===== config.mk =====
export PLATFORM = sky130hd
export DESIGN_NAME = conv_top
export DESIGN_NICKNAME = d
export VERILOG_FILES = /design/src/hdl/conv_cfg_pkg.sv /design/src/hdl/conv_types_pkg.sv /design/src/hdl/conv_ctrl_if.sv /design/src/hdl/conv_fsm.sv /design/src/hdl/conv_pos_counter.sv /design/src/hdl/line_buffer.sv /design/src/hdl/weight_regs.sv /design/src/hdl/conv_pe.sv /design/src/hdl/conv_top.sv
export SDC_FILE = /design/constraint.sdc
export NUM_CORES = 2
export LEC_CHECK = 0
export BUFFER_PORTS_ARGS = -buffer_cell sky130_fd_sc_hd__buf_4
export CORE_MARGIN = 10
export CORE_UTILIZATION = 60
export CTS_CLUSTER_DIAMETER = 120
export DETAILED_ROUTE_END_ITERATION = 8
export PLACE_DENSITY = 0.8
export SYNTH_ARGS = -nofsm -noshare
export SYNTH_HDL_FRONTEND = slang
export SYNTH_HIERARCHICAL = 1
export SYNTH_SLANG_ARGS = --single-unit

===== constraint.sdc =====
create_clock -name clk -period 7.34 [get_ports clk]
set_input_delay 0 -clock clk [delete_from_list [all_inputs] [get_ports clk]]
set_output_delay 0 -clock clk [all_outputs]
set_load 0.01 [all_outputs]

===== src/hdl/conv_cfg_pkg.sv =====
package conv_cfg_pkg;

    // Default image and kernel geometry
    localparam int DEF_PIC_BITS    = 2;  // Unsigned pixel width
    localparam int DEF_WEIGHT_BITS = 3;  // Two's complement weight width
    localparam int DEF_KERNEL_SIZE = 5;  // Kernel side, odd
    localparam int DEF_PIC_SIZE    = 28; // Square image side

    // APB register map
    localparam int APB_ADDR_BITS = 12;
    localparam int APB_DATA_BITS = 32;
    localparam logic [APB_ADDR_BITS-1:0] STATUS_ADDR = 12'h100; // Read only, bit 0 busy

    // Signed accumulator width for K*K products plus sign bit
    function automatic int result_bits(int pic_bits, int weight_bits, int kernel_size);
        return pic_bits + weight_bits + $clog2(kernel_size * kernel_size) + 1;
    endfunction

endpackage


===== src/hdl/conv_types_pkg.sv =====
package conv_types_pkg;

    // Run sequencer states, one pass per input row
    typedef enum logic [2:0] {
        IDLE,  // Waiting for conv_start
        SHIFT, // Rows move up, bottom row zeroed
        LOAD,  // Bottom row filled from pixel port
        CALC   // One window per cycle into the PE
    } conv_state_e;

    // Decoded target of an APB access
    typedef enum logic [1:0] {
        REG_WEIGHT,  // Kernel weight at paddr / 4
        REG_STATUS,  // Status register
        REG_INVALID  // Unmapped or misaligned
    } apb_reg_e;

endpackage


===== src/hdl/conv_ctrl_if.sv =====
`timescale 1ns/100ps

interface conv_ctrl_if
    import conv_cfg_pkg::*;
#(
    parameter int PIC_SIZE    = DEF_PIC_SIZE,
    parameter int KERNEL_SIZE = DEF_KERNEL_SIZE
) ();
    localparam int COL_BITS  = $clog2(PIC_SIZE);
    localparam int ROW_BITS  = $clog2(PIC_SIZE + KERNEL_SIZE / 2 + 1); // Room for pad rows
    localparam int ADDR_BITS = $clog2(PIC_SIZE * PIC_SIZE);

    logic                 clear;     // Restart counters and line buffer
    logic                 shift_row; // Move buffer rows up
    logic                 load_en;   // Pixel accepted this cycle
    logic                 calc_en;   // Window issued to PE this cycle

    logic [ROW_BITS-1:0]  in_row;    // Input row being processed
    logic [COL_BITS-1:0]  col;       // Pixel or window column
    logic [ADDR_BITS-1:0] out_addr;  // Raster address of next window
    logic                 prime_row; // Row only fills the buffer
    logic                 pad_row;   // Below the image, no pixels
    logic                 col_last;  // Column at PIC_SIZE-1
    logic                 last_row;  // Row yields last output row

    modport fsm (output clear, shift_row, load_en, calc_en,
                 input  prime_row, pad_row, col_last, last_row);
    modport cnt (input  clear, load_en, calc_en,
                 output in_row, col, out_addr, prime_row, pad_row, col_last, last_row);
    modport lbuf (input clear, shift_row, load_en, col);

endinterface


===== src/hdl/conv_fsm.sv =====
`timescale 1ns/100ps

module conv_fsm
    import conv_types_pkg::*;
(
    input  logic     clk,
    input  logic     rst_n,
    input  logic     conv_start,
    input  logic     pic_valid,
    output logic     need_pic,
    output logic     busy,
    conv_ctrl_if.fsm ctrl
);

    conv_state_e state;
    conv_state_e state_n;

    always_ff @(posedge clk or negedge rst_n) begin
        if (!rst_n) begin
            state <= IDLE;
        end else begin
            state <= state_n;
        end
    end

    assign need_pic       = (state == LOAD);             // Request pixels of current row
    assign busy           = (state != IDLE);
    assign ctrl.clear     = (state == IDLE) && conv_start; // Start only taken when idle
    assign ctrl.shift_row = (state == SHIFT);
    assign ctrl.load_en   = need_pic && pic_valid;       // Handshake on the pixel port
    assign ctrl.calc_en   = (state == CALC);

    // Row sequence is SHIFT, then LOAD unless padding, then CALC unless priming
    always_comb begin
        state_n = state;
        case (state)
            IDLE: begin
                if (conv_start) begin
                    state_n = SHIFT;
                end
            end
            SHIFT: begin
                if (ctrl.pad_row) begin
                    state_n = CALC; // Bottom row stays zero
                end else begin
                    state_n = LOAD;
                end
            end
            LOAD: begin
                if (ctrl.load_en && ctrl.col_last) begin
                    if (ctrl.prime_row) begin
                        state_n = SHIFT; // Not enough rows for a window yet
                    end else begin
                        state_n = CALC;
                    end
                end
            end
            CALC: begin
                if (ctrl.col_last) begin
                    if (ctrl.last_row) begin
                        state_n = IDLE; // Last output row issued
                    end else begin
                        state_n = SHIFT;
                    end
                end
            end
            default: begin
                state_n = IDLE;
            end
        endcase
    end

endmodule


===== src/hdl/conv_pos_counter.sv =====
`timescale 1ns/100ps

module conv_pos_counter
    import conv_cfg_pkg::*;
#(
    parameter int PIC_SIZE    = DEF_PIC_SIZE,
    parameter int KERNEL_SIZE = DEF_KERNEL_SIZE
) (
    input  logic     clk,
    input  logic     rst_n,
    conv_ctrl_if.cnt ctrl
);

    localparam int COL_BITS = $clog2(PIC_SIZE);
    localparam int ROW_BITS = $clog2(PIC_SIZE + KERNEL_SIZE / 2 + 1);
    localparam int HALF     = KERNEL_SIZE / 2; // Padding on each side

    logic step;     // Column advances
    logic row_done; // Last action of the current row

    assign step     = ctrl.load_en || ctrl.calc_en;
    assign row_done = ctrl.col_last && (ctrl.calc_en || (ctrl.load_en && ctrl.prime_row));

    always_ff @(posedge clk or negedge rst_n) begin
        if (!rst_n) begin
            ctrl.col      <= '0;
            ctrl.in_row   <= '0;
            ctrl.out_addr <= '0;
        end else if (ctrl.clear) begin
            ctrl.col      <= '0;
            ctrl.in_row   <= '0;
            ctrl.out_addr <= '0;
        end else begin
            if (step) begin
                ctrl.col <= ctrl.col_last ? '0 : ctrl.col + 1'b1; // Wrap at PIC_SIZE
            end
            if (row_done) begin
                ctrl.in_row <= ctrl.in_row + 1'b1;
            end
            if (ctrl.calc_en) begin
                ctrl.out_addr <= ctrl.out_addr + 1'b1; // Raster order
            end
        end
    end

    assign ctrl.col_last  = (ctrl.col == COL_BITS'(PIC_SIZE - 1));
    assign ctrl.prime_row = (ctrl.in_row < ROW_BITS'(HALF));
    assign ctrl.pad_row   = (ctrl.in_row >= ROW_BITS'(PIC_SIZE));
    assign ctrl.last_row  = (ctrl.in_row == ROW_BITS'(PIC_SIZE + HALF - 1));

endmodule


===== src/hdl/line_buffer.sv =====
`timescale 1ns/100ps

module line_buffer
    import conv_cfg_pkg::*;
#(
    parameter int PIC_BITS    = DEF_PIC_BITS,
    parameter int PIC_SIZE    = DEF_PIC_SIZE,
    parameter int KERNEL_SIZE = DEF_KERNEL_SIZE
) (
    input  logic                clk,
    input  logic                rst_n,
    input  logic [PIC_BITS-1:0] pic,
    output logic [PIC_BITS-1:0] window [KERNEL_SIZE * KERNEL_SIZE], // Row major, top row first
    conv_ctrl_if.lbuf           ctrl
);

    localparam int HALF    = KERNEL_SIZE / 2;
    localparam int ROW_LEN = PIC_SIZE + 2 * HALF; // Image row plus zero margins

    // Row 0 holds the oldest input row, row KERNEL_SIZE-1 the newest
    logic [PIC_BITS-1:0] rows [KERNEL_SIZE][ROW_LEN];

    always_ff @(posedge clk or negedge rst_n) begin
        if (!rst_n) begin
            rows <= '{default: '0};
        end else if (ctrl.clear) begin
            rows <= '{default: '0}; // Also zeroes the margins
        end else if (ctrl.shift_row) begin
            for (int r = 0; r < KERNEL_SIZE - 1; r++) begin
                rows[r] <= rows[r + 1];
            end
            rows[KERNEL_SIZE - 1] <= '{default: '0}; // Fresh row, padding if not loaded
        end else if (ctrl.load_en) begin
            rows[KERNEL_SIZE - 1][int'(ctrl.col) + HALF] <= pic; // Skip left margin
        end
    end

    // Window whose leftmost buffer column is col, centred on image column col
    always_comb begin
        for (int r = 0; r < KERNEL_SIZE; r++) begin
            for (int c = 0; c < KERNEL_SIZE; c++) begin
                window[r * KERNEL_SIZE + c] = rows[r][int'(ctrl.col) + c];
            end
        end
    end

endmodule


===== src/hdl/weight_regs.sv =====
`timescale 1ns/100ps

module weight_regs
    import conv_cfg_pkg::*;
    import conv_types_pkg::*;
#(
    parameter int WEIGHT_BITS = DEF_WEIGHT_BITS,
    parameter int KERNEL_SIZE = DEF_KERNEL_SIZE
) (
    input  logic                          clk,
    input  logic                          rst_n,
    input  logic                          psel,
    input  logic                          penable,
    input  logic                          pwrite,
    input  logic [APB_ADDR_BITS-1:0]      paddr,
    input  logic [APB_DATA_BITS-1:0]      pwdata,
    input  logic                          busy,
    output logic [APB_DATA_BITS-1:0]      prdata,
    output logic                          pready,
    output logic                          pslverr,
    output logic signed [WEIGHT_BITS-1:0] weights [KERNEL_SIZE * KERNEL_SIZE]
);

    localparam int KK       = KERNEL_SIZE * KERNEL_SIZE;
    localparam int IDX_BITS = $clog2(KK);

    logic [APB_ADDR_BITS-3:0]      word_addr; // Byte address over four
    logic [IDX_BITS-1:0]           widx;      // Weight index
    logic signed [WEIGHT_BITS-1:0] rd_weight;
    apb_reg_e                      reg_sel;
    logic                          access;    // Enable phase
    logic                          err;
    logic                          wr_weight;

    assign word_addr = paddr[APB_ADDR_BITS-1:2];
    assign widx      = word_addr[IDX_BITS-1:0];
    assign rd_weight = weights[widx];
    assign access    = psel && penable;

    always_comb begin
        if (paddr == STATUS_ADDR) begin
            reg_sel = REG_STATUS;
        end else if (paddr[1:0] == 2'b00 && word_addr < (APB_ADDR_BITS - 2)'(KK)) begin
            reg_sel = REG_WEIGHT;
        end else begin
            reg_sel = REG_INVALID;
        end
    end

    // Unmapped access, status write, or weight write during a run
    assign err       = access && (reg_sel == REG_INVALID ||
                                  (pwrite && (reg_sel == REG_STATUS || busy)));
    assign wr_weight = access && pwrite && !err && (reg_sel == REG_WEIGHT);
    assign pslverr   = err;
    assign pready    = 1'b1; // No wait states

    always_comb begin
        prdata = '0; // Also the value on error
        if (access && !pwrite && !err) begin
            case (reg_sel)
                REG_WEIGHT: prdata = {{(APB_DATA_BITS - WEIGHT_BITS){rd_weight[WEIGHT_BITS-1]}},
                                      rd_weight}; // Sign extended
                REG_STATUS: prdata = {{(APB_DATA_BITS - 1){1'b0}}, busy};
                default:    prdata = '0;
            endcase
        end
    end

    always_ff @(posedge clk or negedge rst_n) begin
        if (!rst_n) begin
            weights <= '{default: '0};
        end else if (wr_weight) begin
            weights[widx] <= pwdata[WEIGHT_BITS-1:0]; // Low bits only
        end
    end

endmodule


===== src/hdl/conv_pe.sv =====
`timescale 1ns/100ps

module conv_pe
    import conv_cfg_pkg::*;
#(
    parameter int PIC_BITS    = DEF_PIC_BITS,
    parameter int WEIGHT_BITS = DEF_WEIGHT_BITS,
    parameter int KERNEL_SIZE = DEF_KERNEL_SIZE,
    parameter int PIC_SIZE    = DEF_PIC_SIZE
) (
    input  logic                                       clk,
    input  logic                                       rst_n,
    input  logic [PIC_BITS-1:0]                        window [KERNEL_SIZE * KERNEL_SIZE],
    input  logic signed [WEIGHT_BITS-1:0]              weights [KERNEL_SIZE * KERNEL_SIZE],
    input  logic                                       calc_en,
    input  logic [$clog2(PIC_SIZE * PIC_SIZE)-1:0]     out_addr,
    input  logic                                       last_row,
    input  logic                                       col_last,
    output logic signed
        [result_bits(PIC_BITS, WEIGHT_BITS, KERNEL_SIZE)-1:0] conv_result,
    output logic                                       conv_result_valid,
    output logic [$clog2(PIC_SIZE * PIC_SIZE)-1:0]     conv_result_addr,
    output logic                                       conv_finish
);

    localparam int KK        = KERNEL_SIZE * KERNEL_SIZE;
    localparam int PROD_BITS = PIC_BITS + WEIGHT_BITS; // Unsigned times signed fits here
    localparam int RES_BITS  = result_bits(PIC_BITS, WEIGHT_BITS, KERNEL_SIZE);
    localparam int ADDR_BITS = $clog2(PIC_SIZE * PIC_SIZE);

    logic signed [PROD_BITS-1:0] prod_q [KK]; // Stage 1 products
    logic                        valid_q;
    logic                        last_q;
    logic [ADDR_BITS-1:0]        addr_q;
    logic signed [RES_BITS-1:0]  sum;         // Adder tree into stage 2

    always_ff @(posedge clk or negedge rst_n) begin
        if (!rst_n) begin
            valid_q           <= 1'b0;
            last_q            <= 1'b0;
            conv_result_valid <= 1'b0;
            conv_finish       <= 1'b0;
        end else begin
            valid_q           <= calc_en;
            last_q            <= calc_en && last_row && col_last; // Final window of the image
            conv_result_valid <= valid_q;
            conv_finish       <= last_q;
        end
    end

    always_ff @(posedge clk) begin
        if (calc_en) begin
            for (int i = 0; i < KK; i++) begin
                prod_q[i] <= $signed({1'b0, window[i]}) * weights[i]; // Pixel zero extended
            end
            addr_q <= out_addr;
        end
        if (valid_q) begin
            conv_result      <= sum;
            conv_result_addr <= addr_q;
        end
    end

    always_comb begin
        sum = '0;
        for (int i = 0; i < KK; i++) begin
            sum = sum + prod_q[i]; // Sign extended to RES_BITS
        end
    end

endmodule


===== src/hdl/conv_top.sv =====
`timescale 1ns/100ps

module conv_top
    import conv_cfg_pkg::*;
#(
    parameter int PIC_BITS    = DEF_PIC_BITS,
    parameter int WEIGHT_BITS = DEF_WEIGHT_BITS,
    parameter int KERNEL_SIZE = DEF_KERNEL_SIZE,
    parameter int PIC_SIZE    = DEF_PIC_SIZE
) (
    input  logic                                   clk,
    input  logic                                   rst_n,
    input  logic                                   psel,
    input  logic                                   penable,
    input  logic                                   pwrite,
    input  logic [APB_ADDR_BITS-1:0]               paddr,
    input  logic [APB_DATA_BITS-1:0]               pwdata,
    output logic [APB_DATA_BITS-1:0]               prdata,
    output logic                                   pready,
    output logic                                   pslverr,
    input  logic                                   conv_start,
    input  logic [PIC_BITS-1:0]                    pic,
    input  logic                                   pic_valid,
    output logic                                   need_pic,
    output logic signed
        [result_bits(PIC_BITS, WEIGHT_BITS, KERNEL_SIZE)-1:0] conv_result,
    output logic                                   conv_result_valid,
    output logic [$clog2(PIC_SIZE * PIC_SIZE)-1:0] conv_result_addr,
    output logic                                   conv_finish
);

    localparam int KK = KERNEL_SIZE * KERNEL_SIZE;

    logic                          busy;        // Run in progress
    logic [PIC_BITS-1:0]           window [KK];
    logic signed [WEIGHT_BITS-1:0] weights [KK];

    conv_ctrl_if #(.PIC_SIZE(PIC_SIZE), .KERNEL_SIZE(KERNEL_SIZE)) ctrl_if_i ();

    conv_fsm fsm_i (
        .clk(clk), .rst_n(rst_n), .conv_start(conv_start), .pic_valid(pic_valid),
        .need_pic(need_pic), .busy(busy), .ctrl(ctrl_if_i.fsm)
    );

    conv_pos_counter #(.PIC_SIZE(PIC_SIZE), .KERNEL_SIZE(KERNEL_SIZE)) cnt_i (
        .clk(clk), .rst_n(rst_n), .ctrl(ctrl_if_i.cnt)
    );

    line_buffer #(.PIC_BITS(PIC_BITS), .PIC_SIZE(PIC_SIZE), .KERNEL_SIZE(KERNEL_SIZE)) lbuf_i (
        .clk(clk), .rst_n(rst_n), .pic(pic), .window(window), .ctrl(ctrl_if_i.lbuf)
    );

    weight_regs #(.WEIGHT_BITS(WEIGHT_BITS), .KERNEL_SIZE(KERNEL_SIZE)) wregs_i (
        .clk(clk), .rst_n(rst_n), .psel(psel), .penable(penable), .pwrite(pwrite),
        .paddr(paddr), .pwdata(pwdata), .busy(busy), .prdata(prdata), .pready(pready),
        .pslverr(pslverr), .weights(weights)
    );

    // Tags taken straight from the counter alongside calc_en
    conv_pe #(.PIC_BITS(PIC_BITS), .WEIGHT_BITS(WEIGHT_BITS),
              .KERNEL_SIZE(KERNEL_SIZE), .PIC_SIZE(PIC_SIZE)) pe_i (
        .clk(clk), .rst_n(rst_n), .window(window), .weights(weights),
        .calc_en(ctrl_if_i.calc_en), .out_addr(ctrl_if_i.out_addr),
        .last_row(ctrl_if_i.last_row), .col_last(ctrl_if_i.col_last),
        .conv_result(conv_result), .conv_result_valid(conv_result_valid),
        .conv_result_addr(conv_result_addr), .conv_finish(conv_finish)
    );

endmodule


* Word level (Yosys, flattened, before mapping)
Memory sizes are Yosys's and may differ from the RTL's.
Cells that the tools add are included.
** Word-level totals
- Bits in registers :: 453
- Memories :: 1
- Output and inout bits :: 58
- RAM bits :: 125
** Operators by class
- Reduce and logical (&&, ||, !) cells :: 34
- Bitwise operators :: 6
- $mul :: 25
- Multiplexer cells :: 108
- $lt $le $gt $ge :: 11
- Add/sub/neg operators :: 31
- Equal/unequal tests :: 11
** Memory list
- pe_i.prod_q :: depth 25, bits a word 5, read ports 25, clocked after memory_dff 0, wr ports 25, RTL line conv_pe.sv:31 : logic signed [PROD_BITS-1:0] prod_q [KK];
** Operators by type and width (count)
- 2-to-1 mux 320 bit :: 1
- 2-to-1 mux 256 bit :: 1
- binary-select mux 2 bit (select 5 bit) :: 25
- adder 11 x 5 -> 11 bit :: 22
- >= comparator 32 x 6 -> 1 bit (second input constant) :: 5
- 2-to-1 mux 64 bit :: 2
- inverter 32 bit :: 4
- multiplier 3 x 3 -> 5 bit :: 25
- 2-to-1 mux 2 bit :: 54
- bitwise mux 75 bit :: 1
- bitwise mux 64 bit :: 1
- case mux 32 bit (2 select lines) :: 1
- less-than comparator 32 x 1 -> 1 bit (second input constant) :: 1
- 2-to-1 mux 32 bit :: 1
- inverter 5 -> 32 bit :: 1
- 2-to-1 mux 5 bit :: 5
- 2-to-1 mux 10 bit :: 2
- logical AND 1 bit :: 18
- 2-to-1 mux 3 bit :: 6
- binary-select mux 3 bit (select 5 bit) :: 1
- demux 3 bit (select 5 bit) :: 1
- adder 5 x 2 -> 6 bit (second input constant) :: 2
- == test 12 x 9 -> 1 bit (second input constant) :: 1
- case mux 3 bit (4 select lines) :: 1
- 27 further kinds :: 44

* Logic depth before layout (Yosys ltp)
An unclocked memory read counts as a cell.
- Depth in word-level cells :: 25
- Mapped depth :: 22

* Cells and area by module
Netlist, hierarchy kept.
** Modules (own cells, without submodules)
- line_buffer :: area each 23824.1 um^2, times used 1, cells each 2237
- conv_pe :: area each 11747.5 um^2, times used 1, cells each 857
- weight_regs :: area each 4141.5 um^2, times used 1, cells each 313
- conv_pos_counter :: area each 1038.5 um^2, times used 1, cells each 109
- conv_fsm :: area each 137.6 um^2, times used 1, cells each 15

* Worst setup path after synthesis
OpenSTA, ideal clock, no wires.
- Path kind :: reg-to-reg
- From :: memory pe_i/prod_q[24][4] (netlist name)
- To :: register pe_i/conv_result[8] (netlist name), data pin
- Stages on the path, launching flop included :: 17
- Path buffers :: 0
- Data required time :: 7.079 ns
- Setup time :: 0.261 ns
- Setup slack :: 1.768 ns
- Clock period less this slack :: 5.572 ns
- Arrival time :: 5.311 ns
- Cell sequence :: edfxtp_1 -> fa_1 -> fa_1 -> inv_1 -> fa_1 -> fa_1 -> fa_1 -> inv_1 -> fa_1 -> inv_1 -> fa_1 -> inv_1 -> ha_1 -> nor3b_1 -> a31oi_1 -> o21ai_0 -> a311o_1
** RTL lines
- start: declaration :: RTL line conv_pe.sv:31
- end signal: assignment :: RTL line conv_pe.sv:59 : conv_result <= sum;
- end: declaration :: RTL line conv_pe.sv:20 : [result_bits(PIC_BITS, WEIGHT_BITS, KERNEL_SIZE)-1:0] conv_result,

==> impl_metrics.yaml <==
yosys:
  synth_area_leaders: "dfrtp_1, mux4_2, edfxtp_1"
  synth_area_um2: 40890
  synth_compound_area_share_pct: 5.468
  synth_top_area_share_pct: 25.76
  synthSimpleGateAreaFrac_pct: 11.40
  yosys.cell_count.top_type: "dfrtp_1"
  synth_area_per_cell_um2: 11.58
  yosysWarnings: 6
  yosys-top-cells-count: "dfrtp_1, nor2_1, mux2i_1"
  synth_xor_area_share_pct: 1.851
  synth.ff_latch_count: 577
  yosys_most_used_dff: "dfrtp_1"
  syn_inst: 3531
  synth_cell_type_count: 71
  synth_fa_ha_area_share_pct: 11.76
  synthMuxAreaShare_pct: 27.38
  async_reset_ff_share_pct: 72.96
  synth_top_family_by_area: "multiplexers"
  ys_seq_area_share_pct: 37.22
  synth_nets: 3874
  yosysTopAreaCell: "dfrtp_1"
  synth-edff-count: 156
worst_setup_path:
  crit_fanout: 44
  cpMostUsedCell: "ha_1"
  required_ns: 7.67
  end_kind: "register"
  start_kind: "register"
  cp.arrival_ns: 6.20
  crit_start: "cnt_i/ctrl.col[1]"
  r2r_cells: 15
  path_cells: "inv_1 > buf_4 > ha_1 > a21oi_2 > xor2_2 > nor2_1 > o221ai_1 > o22ai_1 > a31oi_1 > nor2b_1 > ha_1 > fa_1 > ha_1 > xnor2_1 > xnor2_1"
  r2r_slack_ns: 1.48
  timing.rr.end: "pe_i/prod_q[23][4]"
  cp-endpoint: "pe_i/prod_q[23][4]"
  cpPeakStageDelay_ns: 0.86
  critPathKind: "reg2reg"
  cp_slowest_cell: "xor2_2"
  rr_startpoint: "cnt_i/ctrl.col[1]"
final_layout:
  fillCellCount: 4868
  fin_cells: 4398
  antennaDiodeCount: 0
  final_area_um2: 44180
  multi_input_area_um2: 23810
  register_area_um2: 15230
  layout.nets: 3814
  drive_gt1_share_pct: 19.12
  synthToLayoutAreaGrowth_pct: 8.039
  fin_util_pct: 65.55
timing:
  fin_crit_ns: 5.864
  slew_headroom_pct: 12.11
  hold_viol: 0
  setup_violations: 0
  fmaxAchievable_ghz: 0.1705
  rsz0062_at_grt: "no"
  tns_ns: 0
  tightest_slew_ns: 1.316
  finalCritPeriodShare_pct: 79.89
  finalMaxSlewViolations: 0
  fin_skew_ns: 0.02319
global_route:
  grt_overflow: 0
  antenna_found_initial: 3
  grt_pass1_wl_um: 179800
  grt_max_degree: 174
  grt_use_total_pct: 29.59
  grt_pass1_vias: 29540
placement:
  io_buffers: 80
  dp_cells: 4267
  place_congestion: 0.9686
  place_area_um2: 41890
  hpwl_um: 79970
worst_hold_path:
  hp-class: "in2async"
clocking:
  cts-root-buf: "clkbuf_16"
  path_clk_slew_ns: 0.06
  clk_latency_ns: 0.62
  htree_levels: 3
  cts_tree: "built"
  postCtsSetupRepairBufs: 0
  cts_buffer_depth: 3
  cts_buffers: 67
  clock-sinks: 577
die:
  num_rows: 95
  die_width_um: 281.1
  die-area_um2: 78990
  ios: 111
  core_um2: 67400
  start_util_pct: 60.67
  fp.dieH_um: 281.1
drt:
  vias_per_cell: 6.741
  vias: 29650
  drt-pass1-iter-count: 6
  drc: 0
  ant_nets: 0
  drtIter0Drc: 4020
  totalWireLength_um: 115900
  wl_per_cell_um: 26.35
outcome:
  status: "complete, no violations"
run:
  timing.max_cap.violations: 0
-- worst min-delay path by stage --
stage / to / slack, ns / depth (start not counted)
6_report: lbuf_i/rows[0] / 0.04 / 2
3_3_place_gp: lbuf_i/rows[24] / 0.12 / 1
4_1_cts: wregs_i/weights[70] / 0.05 / 4
2_1_floorplan: cnt_i/ctrl.col[0] / -0.30 / 0
5_1_grt: wregs_i/weights[67] / 0.1 / 4
3_5_place_dp: lbuf_i/rows[24] / 0.12 / 1
-- flip-flops by register name, summed over array words and instances, names as in the netlist --
signal,flops
pe_i/prod_q,125
lbuf_i/rows,320
cnt_i/ctrl.in_row,5
wregs_i/weights,75
pe_i/conv_result_addr,10
pe_i/conv_result_valid,1
fsm_i/state,2
cnt_i/ctrl.col,5
pe_i/last_q,1
pe_i/conv_result,11
pe_i/conv_finish,1
pe_i/addr_q,10
cnt_i/ctrl.out_addr,10
pe_i/valid_q,1
-- through the flow --
step / setup slack [ns] / hold WS [ns]
CTS: 1.471 / 0.05343
floorplan: 1.768 / -0.2956
finish: 1.476 / 0.04130
global placement: 1.518 / 0.1214
global route: 1.245 / 0.09767
detailed placement: 1.469 / 0.1190
-- kinds of logic after synthesis --
group	after synthesis
compound gates	368
xor+xnor	83
fa+ha+maj	290
buf+inv	457
flops	577
mux	772
other cells	1
simple gates	983
-- critical path: cells and delay by family, from the launching register on --
kind | cells | cell delay (ns)
and+or+nand+nor | 2 | 0.47
DFF | 1 | 0.75
AOI/OAI and AO/OA | 4 | 1.12
buffers and inverters | 2 | 0.82
xor gates and xnor gates | 3 | 1.14
adders and majority gates | 4 | 1.23
-- routing by layer --
| layer | routed length (um) | GRT usage, % | part of all wire, % | vias up |
|---|---|---|---|---|
| li1 | - | - | - | 12540 |
| met1 | 42080 | 37.47 | 36 | 14840 |
| met2 | 54250 | 46.55 | 47 | 1806 |
| met3 | 12640 | 7.630 | 11 | 460 |
| met4 | 6881 | 15.40 | 5.9 | 4 |
| met5 | 27 | 0 | 0.023 | - |
-- cells in the final DEF (no fill, tap or decap), drive strengths merged, types with 64 or more instances in the layout --
cell,instances
fa,157
nand2,223
and2,106
nor2b,95
nand3,64
xnor2,66
o21ai,102
mux4,264
clkbuf,94
buf,128
mux2,133
ha,133
nor2,402
edfxtp,156
dfrtp,421
inv,194
mux2i,375
a21oi,127
-- what timing repair did --
| item | in CTS | in global routing |
|---|---|---|
| endpoints found under the hold margin | 254 | 0 |
| hold buffers | 8 | 0 |
| setup endpoints to repair | 0 | 0 |
| gates resized for setup | 0 | 0 |
-- area by class of cell --
class,instances,area share [%]
timing repair buffer,136,2.515
clock buffer,94,4.399
inverter,192,1.637
tap,873,2.473
clock inverter,29,0.6061
sequential,577,34.47
multi-input combinational,2497,53.90
Power is not shown: default switching activity piles up to over one toggle a cycle in this logic, so the estimate is an artifact.
